==> src/design/axil_pkg.sv <==
// AXI4-Lite slave side types for the UART register port
// no IDs, no burst support; bresp and rresp carry OKAY only
// word addressed through a 5-bit byte address
`default_nettype none

package axil_pkg;

  localparam int unsigned AXIL_ADDR_W = 5;
  localparam int unsigned AXIL_DATA_W = 32;

  typedef logic [1:0] axil_resp_t;

  localparam axil_resp_t RESP_OKAY = 2'b00;

  // master to slave
  typedef struct packed {
    logic [AXIL_ADDR_W-1:0]   awaddr;
    logic                     awvalid;
    logic [AXIL_DATA_W-1:0]   wdata;
    logic [AXIL_DATA_W/8-1:0] wstrb;
    logic                     wvalid;
    logic                     bready;
    logic [AXIL_ADDR_W-1:0]   araddr;
    logic                     arvalid;
    logic                     rready;
  } axil_req_t;

  // slave to master
  typedef struct packed {
    logic                   awready;
    logic                   wready;
    axil_resp_t             bresp;
    logic                   bvalid;
    logic                   arready;
    logic [AXIL_DATA_W-1:0] rdata;
    axil_resp_t             rresp;
    logic                   rvalid;
  } axil_rsp_t;

endpackage

`default_nettype wire

==> src/design/uart_pkg.sv <==
// UART register map, line control layout and sizing
// word offsets index addr[4:2]; FIFO_DEPTH must be a power of two
// DIV_RESET assumes a 50 MHz clock for 115200 baud
`default_nettype none

package uart_pkg;

  // word offsets
  localparam logic [2:0] REG_DATA = 3'd0;  // rx read / tx write
  localparam logic [2:0] REG_IER  = 3'd1;
  localparam logic [2:0] REG_DIV  = 3'd2;  // needs DLAB
  localparam logic [2:0] REG_LCR  = 3'd3;
  localparam logic [2:0] REG_LSR  = 3'd5;  // read only

  // line status bit positions
  localparam int unsigned LSR_DR   = 0;
  localparam int unsigned LSR_THRE = 5;
  localparam int unsigned LSR_TEMT = 6;

  localparam int unsigned DIV_W     = 16;
  localparam logic [DIV_W-1:0] DIV_RESET = 16'd434;

  localparam int unsigned FIFO_DEPTH = 16;
  localparam int unsigned FIFO_CNT_W = 5;  // holds 0..FIFO_DEPTH

  typedef struct packed {
    logic       dlab;         // bit 7
    logic [1:0] rsvd_hi;
    logic       parity_even;  // 0 = odd
    logic       parity_en;
    logic [1:0] rsvd_lo;
    logic       stop2;        // bit 0
  } lcr_t;

  // what the serial side needs
  typedef struct packed {
    logic             stop2;
    logic             parity_en;
    logic             parity_even;
    logic [DIV_W-1:0] divisor;  // clocks per bit
  } line_cfg_t;

endpackage

`default_nettype wire

==> src/design/byte_fifo.sv <==
// byte FIFO, FIFO_DEPTH entries, head visible on data_o
// data_o is only meaningful while empty_o is low
`default_nettype none
`timescale 1ns/100ps

module byte_fifo import uart_pkg::*; (
  input  wire                   clk,
  input  wire                   rst_n,
  input  wire                   push_i,
  input  wire                   pull_i,
  input  wire  [7:0]            data_i,
  output logic [7:0]            data_o,
  output logic                  full_o,
  output logic                  empty_o,
  output logic [FIFO_CNT_W-1:0] count_o
);

  logic [7:0]            mem [FIFO_DEPTH];
  logic [FIFO_CNT_W-2:0] wr_ptr, rd_ptr;  // wrap on their own
  logic                  wr_en, rd_en;

  assign full_o  = (count_o == FIFO_CNT_W'(FIFO_DEPTH));
  assign empty_o = (count_o == '0);
  assign wr_en   = push_i && !full_o;
  assign rd_en   = pull_i && !empty_o;
  assign data_o  = mem[rd_ptr];  // first word view

  always_ff @(posedge clk) begin
    if (wr_en) mem[wr_ptr] <= data_i;
  end

  always_ff @(posedge clk or negedge rst_n) begin
    if (!rst_n) begin
      wr_ptr  <= '0;
      rd_ptr  <= '0;
      count_o <= '0;
    end else begin
      if (wr_en) wr_ptr <= wr_ptr + 1'b1;
      if (rd_en) rd_ptr <= rd_ptr + 1'b1;
      case ({wr_en, rd_en})
        2'b10:   count_o <= count_o + 1'b1;
        2'b01:   count_o <= count_o - 1'b1;
        default: ;  // both or neither
      endcase
    end
  end

  // producers and consumers check the flags before acting
  a_no_overflow: assert property (@(posedge clk) disable iff (!rst_n)
    !(push_i && full_o));
  a_no_underflow: assert property (@(posedge clk) disable iff (!rst_n)
    !(pull_i && empty_o));

endmodule

`default_nettype wire

==> src/design/uart_axil_top.sv <==
// UART peripheral with an AXI4-Lite register port
// one 16 byte FIFO per direction, irq_o is level and registered
// divisor below 2 is not supported
`default_nettype none
`timescale 1ns/100ps

module uart_axil_top import axil_pkg::*, uart_pkg::*; (
  input  wire        clk,
  input  wire        rst_n,
  input  axil_req_t  bus_i,
  output axil_rsp_t  bus_o,
  input  wire        uart_rx_i,
  output logic       uart_tx_o,
  output logic       irq_o
);

  line_cfg_t  line_cfg;
  logic       tx_push, tx_pull, tx_full, tx_empty, tx_busy;
  logic [7:0] tx_wr_byte, tx_head;
  logic       rx_push, rx_pull, rx_full, rx_empty;
  logic [7:0] rx_wr_byte, rx_head;

  uart_regs i_regs (
    .clk        (clk),
    .rst_n      (rst_n),
    .bus_i      (bus_i),
    .bus_o      (bus_o),
    .line_cfg_o (line_cfg),
    .irq_o      (irq_o),
    .tx_push_o  (tx_push),
    .tx_data_o  (tx_wr_byte),
    .tx_full_i  (tx_full),
    .tx_empty_i (tx_empty),
    .rx_pull_o  (rx_pull),
    .rx_data_i  (rx_head),
    .rx_empty_i (rx_empty),
    .tx_busy_i  (tx_busy)
  );

  byte_fifo i_tx_fifo (
    .clk     (clk),
    .rst_n   (rst_n),
    .push_i  (tx_push),
    .pull_i  (tx_pull),
    .data_i  (tx_wr_byte),
    .data_o  (tx_head),
    .full_o  (tx_full),
    .empty_o (tx_empty),
    .count_o ()           // fill level not needed here
  );

  byte_fifo i_rx_fifo (
    .clk     (clk),
    .rst_n   (rst_n),
    .push_i  (rx_push),
    .pull_i  (rx_pull),
    .data_i  (rx_wr_byte),
    .data_o  (rx_head),
    .full_o  (rx_full),
    .empty_o (rx_empty),
    .count_o ()
  );

  uart_tx i_tx (
    .clk          (clk),
    .rst_n        (rst_n),
    .line_cfg_i   (line_cfg),
    .fifo_empty_i (tx_empty),
    .fifo_data_i  (tx_head),
    .fifo_pull_o  (tx_pull),
    .tx_o         (uart_tx_o),
    .busy_o       (tx_busy)
  );

  uart_rx i_rx (
    .clk         (clk),
    .rst_n       (rst_n),
    .line_cfg_i  (line_cfg),
    .rx_i        (uart_rx_i),
    .fifo_full_i (rx_full),
    .push_o      (rx_push),
    .data_o      (rx_wr_byte)
  );

endmodule

`default_nettype wire

==> src/design/uart_regs.sv <==
// AXI4-Lite register block, separate write and read FSMs
// unmapped or DLAB-blocked accesses complete with OKAY, reads give 0
// a data write stalls (no ready) while the tx FIFO is full
// wstrb is ignored, every write is a full word write
`default_nettype none
`timescale 1ns/100ps

module uart_regs import axil_pkg::*, uart_pkg::*; (
  input  wire        clk,
  input  wire        rst_n,
  input  axil_req_t  bus_i,
  output axil_rsp_t  bus_o,
  output line_cfg_t  line_cfg_o,
  output logic       irq_o,
  output logic       tx_push_o,
  output logic [7:0] tx_data_o,
  input  wire        tx_full_i,
  input  wire        tx_empty_i,
  output logic       rx_pull_o,
  input  wire  [7:0] rx_data_i,
  input  wire        rx_empty_i,
  input  wire        tx_busy_i
);

  typedef enum logic {ST_IDLE, ST_ACK} bus_st_e;

  bus_st_e                wr_st, rd_st;
  logic                   wr_ack_q, bvalid_q;
  logic                   arready_q, rvalid_q;
  logic [AXIL_DATA_W-1:0] rdata_q, rd_value, lsr;
  logic [2:0]             wr_word, rd_word;
  logic                   wr_go, rd_pull;
  lcr_t                   lcr_q;
  logic                   ier_q;
  logic [DIV_W-1:0]       div_pend_q, div_q;

  assign wr_word = bus_i.awaddr[AXIL_ADDR_W-1:2];
  assign rd_word = bus_i.araddr[AXIL_ADDR_W-1:2];

  // hold off a data write until the tx FIFO has room
  assign wr_go = bus_i.awvalid && bus_i.wvalid &&
                 !(wr_word == REG_DATA && !lcr_q.dlab && tx_full_i);

  always_ff @(posedge clk or negedge rst_n) begin
    if (!rst_n) begin
      wr_st      <= ST_IDLE;
      wr_ack_q   <= 1'b0;
      bvalid_q   <= 1'b0;
      tx_push_o  <= 1'b0;
      lcr_q      <= '0;
      ier_q      <= 1'b0;
      div_pend_q <= DIV_RESET;
      div_q      <= DIV_RESET;
    end else begin
      wr_ack_q  <= 1'b0;  // ready is a single cycle
      tx_push_o <= 1'b0;
      case (wr_st)
        ST_IDLE: if (wr_go) begin
          wr_st    <= ST_ACK;
          wr_ack_q <= 1'b1;
          bvalid_q <= 1'b1;
          case (wr_word)
            REG_DATA: tx_push_o <= !lcr_q.dlab;
            REG_IER:  if (!lcr_q.dlab) ier_q <= bus_i.wdata[0];
            REG_DIV:  if (lcr_q.dlab) div_pend_q <= bus_i.wdata[DIV_W-1:0];
            REG_LCR:  lcr_q <= lcr_t'(bus_i.wdata[7:0]);
            default: ;  // accepted and dropped
          endcase
        end
        ST_ACK: if (bus_i.bready) begin
          bvalid_q <= 1'b0;
          wr_st    <= ST_IDLE;
          div_q    <= div_pend_q;  // new divisor only once the write is done
        end
        default: wr_st <= ST_IDLE;
      endcase
    end
  end

  always_ff @(posedge clk) begin
    if (wr_st == ST_IDLE && wr_go) tx_data_o <= bus_i.wdata[7:0];
  end

  always_comb begin
    lsr           = '0;
    lsr[LSR_DR]   = !rx_empty_i;
    lsr[LSR_THRE] = tx_empty_i;
    lsr[LSR_TEMT] = tx_empty_i && !tx_busy_i;  // last stop bit gone
  end

  always_comb begin
    rd_value = '0;
    rd_pull  = 1'b0;
    case (rd_word)
      REG_DATA: if (!lcr_q.dlab && !rx_empty_i) begin
        rd_value[7:0] = rx_data_i;
        rd_pull       = 1'b1;
      end
      REG_IER:  rd_value[0] = ier_q && !lcr_q.dlab;
      REG_DIV:  if (lcr_q.dlab) rd_value[DIV_W-1:0] = div_q;
      REG_LCR:  rd_value[7:0] = lcr_q;
      REG_LSR:  rd_value = lsr;
      default: ;  // unmapped reads as zero
    endcase
  end

  always_ff @(posedge clk or negedge rst_n) begin
    if (!rst_n) begin
      rd_st     <= ST_IDLE;
      arready_q <= 1'b0;
      rvalid_q  <= 1'b0;
      rx_pull_o <= 1'b0;
    end else begin
      arready_q <= 1'b0;
      rx_pull_o <= 1'b0;
      case (rd_st)
        ST_IDLE: if (bus_i.arvalid) begin
          rd_st     <= ST_ACK;
          arready_q <= 1'b1;
          rvalid_q  <= 1'b1;
          rx_pull_o <= rd_pull;  // pop after head is captured
        end
        ST_ACK: if (bus_i.rready) begin
          rvalid_q <= 1'b0;
          rd_st    <= ST_IDLE;
        end
        default: rd_st <= ST_IDLE;
      endcase
    end
  end

  always_ff @(posedge clk) begin
    if (rd_st == ST_IDLE && bus_i.arvalid) rdata_q <= rd_value;
  end

  always_ff @(posedge clk or negedge rst_n) begin
    if (!rst_n) irq_o <= 1'b0;
    else        irq_o <= ier_q && !rx_empty_i;
  end

  always_comb begin
    bus_o.awready = wr_ack_q;
    bus_o.wready  = wr_ack_q;
    bus_o.bresp   = RESP_OKAY;
    bus_o.bvalid  = bvalid_q;
    bus_o.arready = arready_q;
    bus_o.rdata   = rdata_q;
    bus_o.rresp   = RESP_OKAY;
    bus_o.rvalid  = rvalid_q;
  end

  assign line_cfg_o.stop2       = lcr_q.stop2;
  assign line_cfg_o.parity_en   = lcr_q.parity_en;
  assign line_cfg_o.parity_even = lcr_q.parity_even;
  assign line_cfg_o.divisor     = div_q;

  // a response stays up until the master takes it
  a_bvalid_hold: assert property (@(posedge clk) disable iff (!rst_n)
    bus_o.bvalid && !bus_i.bready |=> bus_o.bvalid);
  a_rvalid_hold: assert property (@(posedge clk) disable iff (!rst_n)
    bus_o.rvalid && !bus_i.rready |=> bus_o.rvalid);

endmodule

`default_nettype wire

==> src/design/uart_rx.sv <==
// UART receiver with two-flop input synchronizer
// samples each bit in its middle, drops frames with a parity or stop error
// only the first stop bit is checked, a second one looks like idle line
`default_nettype none
`timescale 1ns/100ps

module uart_rx import uart_pkg::*; (
  input  wire        clk,
  input  wire        rst_n,
  input  line_cfg_t  line_cfg_i,
  input  wire        rx_i,
  input  wire        fifo_full_i,
  output logic       push_o,
  output logic [7:0] data_o
);

  typedef enum logic [2:0] {RX_IDLE, RX_START, RX_DATA, RX_PARITY, RX_STOP} rx_st_e;

  rx_st_e           state_q;
  logic             rx_meta, rx_sync, rx_prev;
  logic             rx_fall, mid_hit, bit_hit;
  logic [DIV_W-1:0] baud_cnt;
  logic [2:0]       bit_idx;
  logic             par_err;
  line_cfg_t        cfg_q;

  always_ff @(posedge clk or negedge rst_n) begin
    if (!rst_n) begin
      rx_meta <= 1'b1;
      rx_sync <= 1'b1;
      rx_prev <= 1'b1;
    end else begin
      rx_meta <= rx_i;
      rx_sync <= rx_meta;
      rx_prev <= rx_sync;
    end
  end

  assign rx_fall = rx_prev && !rx_sync;
  assign mid_hit = (baud_cnt == (cfg_q.divisor >> 1) - DIV_W'(1));  // half a bit
  assign bit_hit = (baud_cnt == cfg_q.divisor - DIV_W'(1));

  always_ff @(posedge clk) begin
    if (state_q == RX_IDLE && rx_fall) cfg_q <= line_cfg_i;
    if (state_q == RX_DATA && bit_hit) data_o <= {rx_sync, data_o[7:1]};  // lsb first
  end

  always_ff @(posedge clk or negedge rst_n) begin
    if (!rst_n) begin
      state_q  <= RX_IDLE;
      baud_cnt <= '0;
      bit_idx  <= '0;
      par_err  <= 1'b0;
      push_o   <= 1'b0;
    end else begin
      push_o   <= 1'b0;
      baud_cnt <= baud_cnt + 1'b1;
      case (state_q)
        RX_IDLE: begin
          baud_cnt <= '0;
          if (rx_fall) begin
            state_q <= RX_START;
            par_err <= 1'b0;
          end
        end
        RX_START: if (mid_hit) begin
          baud_cnt <= '0;
          bit_idx  <= '0;
          state_q  <= rx_sync ? RX_IDLE : RX_DATA;  // glitch if high again
        end
        RX_DATA: if (bit_hit) begin
          baud_cnt <= '0;
          bit_idx  <= bit_idx + 1'b1;
          if (bit_idx == 3'd7) state_q <= cfg_q.parity_en ? RX_PARITY : RX_STOP;
        end
        RX_PARITY: if (bit_hit) begin
          baud_cnt <= '0;
          par_err  <= (^data_o) ^ rx_sync ^ !cfg_q.parity_even;
          state_q  <= RX_STOP;
        end
        RX_STOP: if (bit_hit) begin
          state_q <= RX_IDLE;
          push_o  <= rx_sync && !par_err && !fifo_full_i;  // full means lost
        end
        default: state_q <= RX_IDLE;
      endcase
    end
  end

endmodule

`default_nettype wire

==> src/design/uart_tx.sv <==
// UART transmitter, 8 data bits LSB first
// optional parity, one or two stop bits, divisor clocks per bit
// line settings are taken when a byte is pulled from the FIFO
`default_nettype none
`timescale 1ns/100ps

module uart_tx import uart_pkg::*; (
  input  wire        clk,
  input  wire        rst_n,
  input  line_cfg_t  line_cfg_i,
  input  wire        fifo_empty_i,
  input  wire  [7:0] fifo_data_i,
  output logic       fifo_pull_o,
  output logic       tx_o,
  output logic       busy_o
);

  typedef enum logic [2:0] {TX_IDLE, TX_START, TX_DATA, TX_PARITY, TX_STOP} tx_st_e;

  tx_st_e           state_q;
  logic [DIV_W-1:0] baud_cnt;
  logic [2:0]       bit_idx;
  logic             stop_second;
  logic             baud_end, par_bit;
  logic [7:0]       data_q;
  line_cfg_t        cfg_q;

  assign fifo_pull_o = (state_q == TX_IDLE) && !fifo_empty_i;
  assign busy_o      = (state_q != TX_IDLE);
  assign baud_end    = (baud_cnt == cfg_q.divisor - DIV_W'(1));
  assign par_bit     = (^data_q) ^ !cfg_q.parity_even;

  always_ff @(posedge clk) begin
    if (fifo_pull_o) begin
      data_q <= fifo_data_i;
      cfg_q  <= line_cfg_i;
    end
  end

  always_ff @(posedge clk or negedge rst_n) begin
    if (!rst_n) begin
      state_q     <= TX_IDLE;
      tx_o        <= 1'b1;  // line idles high
      baud_cnt    <= '0;
      bit_idx     <= '0;
      stop_second <= 1'b0;
    end else begin
      if (state_q == TX_IDLE || baud_end) baud_cnt <= '0;
      else                                baud_cnt <= baud_cnt + 1'b1;
      case (state_q)
        TX_IDLE: if (fifo_pull_o) begin
          state_q <= TX_START;
          tx_o    <= 1'b0;
        end
        TX_START: if (baud_end) begin
          state_q <= TX_DATA;
          bit_idx <= '0;
          tx_o    <= data_q[0];
        end
        TX_DATA: if (baud_end) begin
          if (bit_idx != 3'd7) begin
            bit_idx <= bit_idx + 1'b1;
            tx_o    <= data_q[bit_idx + 3'd1];
          end else if (cfg_q.parity_en) begin
            state_q <= TX_PARITY;
            tx_o    <= par_bit;
          end else begin
            state_q     <= TX_STOP;
            stop_second <= 1'b0;
            tx_o        <= 1'b1;
          end
        end
        TX_PARITY: if (baud_end) begin
          state_q     <= TX_STOP;
          stop_second <= 1'b0;
          tx_o        <= 1'b1;
        end
        TX_STOP: if (baud_end) begin
          if (cfg_q.stop2 && !stop_second) stop_second <= 1'b1;
          else                             state_q <= TX_IDLE;
        end
        default: state_q <= TX_IDLE;
      endcase
    end
  end

endmodule

`default_nettype wire

==> config.mk <==
export PLATFORM = sky130hd
export DESIGN_NAME = uart_axil_top
export DESIGN_NICKNAME = d
export VERILOG_FILES = /design/src/design/axil_pkg.sv /design/src/design/uart_pkg.sv /design/src/design/byte_fifo.sv /design/src/design/uart_axil_top.sv /design/src/design/uart_regs.sv /design/src/design/uart_rx.sv /design/src/design/uart_tx.sv
export SDC_FILE = /design/constraint.sdc
export NUM_CORES = 1
export LEC_CHECK = 0
export BUFFER_PORTS_ARGS = -buffer_cell sky130_fd_sc_hd__clkbuf_2
export CORE_MARGIN = 2
export CORE_UTILIZATION = 55
export CTS_BUF_LIST = sky130_fd_sc_hd__clkbuf_16
export DETAILED_ROUTE_END_ITERATION = 8
export GPL_ROUTABILITY_DRIVEN = 0
export HOLD_SLACK_MARGIN = 0.06
export PLACE_DENSITY = 0.77
export SYNTH_ARGS = -nofsm -noshare
export SYNTH_HDL_FRONTEND = slang
export SYNTH_SLANG_ARGS = --single-unit
==> constraint.sdc <==
create_clock -name clk -period 5.3 [get_ports clk]
set_input_delay 0.265 -clock clk [delete_from_list [all_inputs] [get_ports clk]]
set_output_delay 0.265 -clock clk [all_outputs]
set_load 0.1 [all_outputs]
==> out/results.txt <==
antenna fix cells = 0
switching power = 2.194 mW
CTS Buf Count = 44
TritonCTS sink count = 460
Setup-failing EPs final = 0
Critical Path AT = 3.70 ns
Static Leak = 8.141 nW
remaining antenna violation count = 0
post-CTS sizing = 0
share of total power in the clock network = 35.6%
instance count of the mapped netlist = 1344
width of the chip = 196.1 microns
register bit total from synthesis = 460
type of the tightest min-delay check = in2reg
total congestion overflow = 0
Final Max Tran Viols = 0
Unique masters post-synth = 77
final hold violation count = 0
synth-to-layout area growth = 11.08%
most common cell after layout, fill and taps aside = sky130_fd_sc_hd__edfxtp_1
fill cell total of the finished layout = 2566
final instance area = 22540 sq um
Min Clock Period, post-route = 3.495 ns
count of max-cap constraint violations = 0
Post-synth top flop = sky130_fd_sc_hd__edfxtp_1
endpoint class of the critical path = register
cell with the largest stage delay on the worst path = sky130_fd_sc_hd__nor4_1
final worst-path cycle share = 65.95%
number of synthesized flops with an enable pin = 333
sequential cell fraction of total power = 51.2%
antenna violations before repair = 0
area post-placement = 20920 sq um
number of nets in the layout = 1493
setup slack after layout = 1.805 ns
average instance area after synthesis = 15.10 sq um
DRT Pass-1 Iters = 5
detailed-route via count = 11420
cell area after synthesis = 20300 sq um
I/O pin count = 97
category of the critical setup timing path = reg2reg
final HPWL from detailed placement = 26500 microns
pre-CTS setup slack = 1.841 ns
final standard cell utilization of the core = 61.88%
number of warnings issued by yosys = 0
Critical Path Start Type = register
critical path required time = 5.51 ns
setup repair after global routing missed its margin = false
clock-pin transition on the worst setup and hold timing paths = 0.06 ns
worst-case clock buffer depth = 3
outcome = finished clean
achievable frequency = 286.1 MHz
share of synthesized flip-flops with an asynchronous set or reset = 27.61%
maximum number of pins on one net before global-route repair = 78
die footprint = 38450 sq um
vias in the first global route = 11520
worst voltage drop across the vdd grid = 0.2062 mV
deepest level of the CTS H-tree = 2
relative max-transition margin = 29.98%
slew at the pin with the worst max-slew slack = 1.042 ns
clock tree skew after final layout = 0.02068 ns
average routed wire per standard cell = 21.80 microns
combinational share of power = 13.2%
power density relative to cell area = 376.3 nW/um^2
Placeable Area = 36430 sq um
effective utilization at floorplan = 55.70%
Crit path largest cell delay = 0.90 ns
Internal = 6.289 mW
buffer type at the clock tree root = sky130_fd_sc_hd__clkbuf_16
share of layout cells above drive strength 1 = 19.88%
CTS tree = yes
clock network latency to the later pin of the worst-skew pair = 0.56 ns
placement row count = 70
Sw Ratio = 25.86%
number of I/O port buffers = 52
sequential share of the synthesized area = 65.01%
most used cells in the layout excluding fill and tap cells = sky130_fd_sc_hd__edfxtp_1 (333), sky130_fd_sc_hd__dfrtp_1 (110), sky130_fd_sc_hd__nor2_1 (103), sky130_fd_sc_hd__xnor2_1 (81), sky130_fd_sc_hd__mux4_2 (75)
Die Span Y = 196.1 microns
post-detailed-route via-to-cell ratio = 5.970
drt drc = 0
first-pass GRT wire length = 65720 microns
wirelength, routed = 41680 microns
crit-path max FO = 12
Total Neg Setup Slack = 0 ns
overall routing resource usage = 22.20%
starting DRC count in detailed routing = 960
ordered list of cells on the worst path = nor4_1, nand4_1, a211o_1, a32oi_1, and4b_1, and2_1
==> stage by stage <==
| stage | std cells | power (mW) | hold WS (ns) |
|---|---|---|---|
| 6_report | 1912 | 8.482 | 0.1056 |
| 5_1_grt | 1912 | 8.802 | 0.09034 |
| 4_1_cts | 1912 | 8.543 | 0.06780 |
| 3_5_place_dp | 1808 | 5.502 | 0.3432 |
| 3_3_place_gp | 1808 | 5.470 | 0.3369 |
| 2_1_floorplan | 1363 | 5.231 | -0.03059 |
==> Yosys cell counts, drive strengths merged (4+ instances only) <==
library cell | count | area [sq um]
nand4b | 6 | 52.55
nor4 | 13 | 96.34
a211oi | 11 | 82.58
dfrtp | 113 | 2828
nand2 | 53 | 198.9
mux2 | 51 | 585.6
xor2 | 44 | 385.4
or4 | 6 | 48.80
edfxtp | 333 | 10000
nand3 | 30 | 150.1
mux4 | 75 | 1689
nor2 | 103 | 386.6
a32oi | 4 | 35.03
nor3b | 9 | 67.56
xnor2 | 81 | 709.4
nor2b | 15 | 93.84
ha | 27 | 337.8
inv | 39 | 146.4
a21boi | 4 | 30.03
clkbuf | 51 | 191.4
a21oi | 18 | 90.09
a221o | 7 | 70.07
nand4 | 23 | 143.9
dfstp | 14 | 367.9
o31ai | 4 | 30.03
a21o | 5 | 37.54
and3 | 17 | 107.6
mux2i | 15 | 150.1
nand2b | 6 | 37.54
buf | 41 | 261.5
and2 | 13 | 81.33
nor3 | 24 | 120.1
a2111oi | 4 | 36.29
o21ai | 26 | 130.1
==> worst max-delay path, delay by kind of cell, from the launching register on <==
family	cells	cell delay (ns)
AND/OR/NAND/NOR	4	2.04
flip-flops	1	0.57
AO/OA/AOI/OAI	2	0.55
==> state kept, by name (all words and copies together) (netlist names), 4 cells and up <==
register	count
i_rx.baud_cnt	16
i_tx_fifo.count_o	5
i_rx.data_o	8
i_tx_fifo.wr_ptr	4
i_regs.lcr_q	5
i_tx_fifo.rd_ptr	4
i_tx_fifo.mem	128
i_rx_fifo.mem	128
i_rx.cfg_q	18
i_regs.tx_data_o	8
i_rx_fifo.count_o	5
i_rx_fifo.rd_ptr	4
i_regs.rdata_q	16
i_tx.baud_cnt	16
i_regs.div_q	16
i_tx.data_q	8
i_regs.div_pend_q	16
i_rx_fifo.wr_ptr	4
i_tx.cfg_q	19
==> cells by family after synthesis <==
kind of cell	count (synthesis)	share of synthesized area [%]
other	1	0.01848
AOI/OAI and AO/OA	117	4.094
buffers and inverters	131	2.953
DFF	460	65.01
xor gates and xnor gates	125	5.394
adders and majority gates	29	1.862
muxes	141	11.95
and+or+nand+nor	340	8.717
==> metal layers <==
| metal | track usage [%] | up-vias | wire [microns] |
|---|---|---|---|
| li1 | - | 5149 | - |
| met1 | 29.06 | 5802 | 17090 |
| met2 | 38.50 | 392 | 21080 |
| met3 | 3.765 | 72 | 2541 |
| met4 | 6.453 | 0 | 972 |
| met5 | 0 | - | 0 |
==> path summary, 6_finish.rpt <==
| kind | startpoint | to | slack (ns) | cells after the start |
|---|---|---|---|---|
| worst max-delay path | i_rx.cfg_q[7]$_DFFE_PP_ | i_rx.data_o[0]$_DFFE_PP_ | 1.80 | 6 |
| worst min register to register | i_rx.rx_meta$_DFF_PN1_ | i_rx.rx_sync$_DFF_PN1_ | 0.38 | 0 |
| max in group asynchronous | rst_n | i_rx_fifo.rd_ptr[0]$_DFFE_PN0P_ | 3.78 | 3 |
| min in group asynchronous | rst_n | i_rx.baud_cnt[11]$_DFF_PN0_ | 0.30 | 2 |
| worst max register to register | i_rx.cfg_q[7]$_DFFE_PP_ | i_rx.data_o[0]$_DFFE_PP_ | 1.80 | 6 |
| worst min-delay path | bus_i[13] | i_regs.tx_data_o[0]$_DFFE_PP_ | 0.11 | 1 |
==> area by class of cell <==
cell class | count | area, sq um | area share [%]
Multi-Input combinational cell | 772 | 6596 | 29.26
Tap cell | 468 | 585.6 | 2.597
Timing Repair Buffer | 93 | 634.4 | 2.814
Clock buffer | 44 | 1101 | 4.884
Sequential cell | 460 | 13200 | 58.55
Inverter | 39 | 146.4 | 0.6493
Clock inverter | 36 | 281.5 | 1.249
==> power by group through the flow <==
stage | registers [mW] | logic [mW] | clock network, mW
floorplan | 4.32 | 0.907 | 0
global placement | 4.40 | 1.07 | 0
detailed placement | 4.41 | 1.09 | 0
CTS | 4.34 | 1.13 | 3.07
global route | 4.37 | 1.22 | 3.21
finish | 4.34 | 1.12 | 3.02
==> timing repair <==
item                                   CTS  global route
buffers inserted                         0             0
hold buffers                            24             0
endpoints found under the hold margin   94             0
Power figures use the tool's default switching activity.
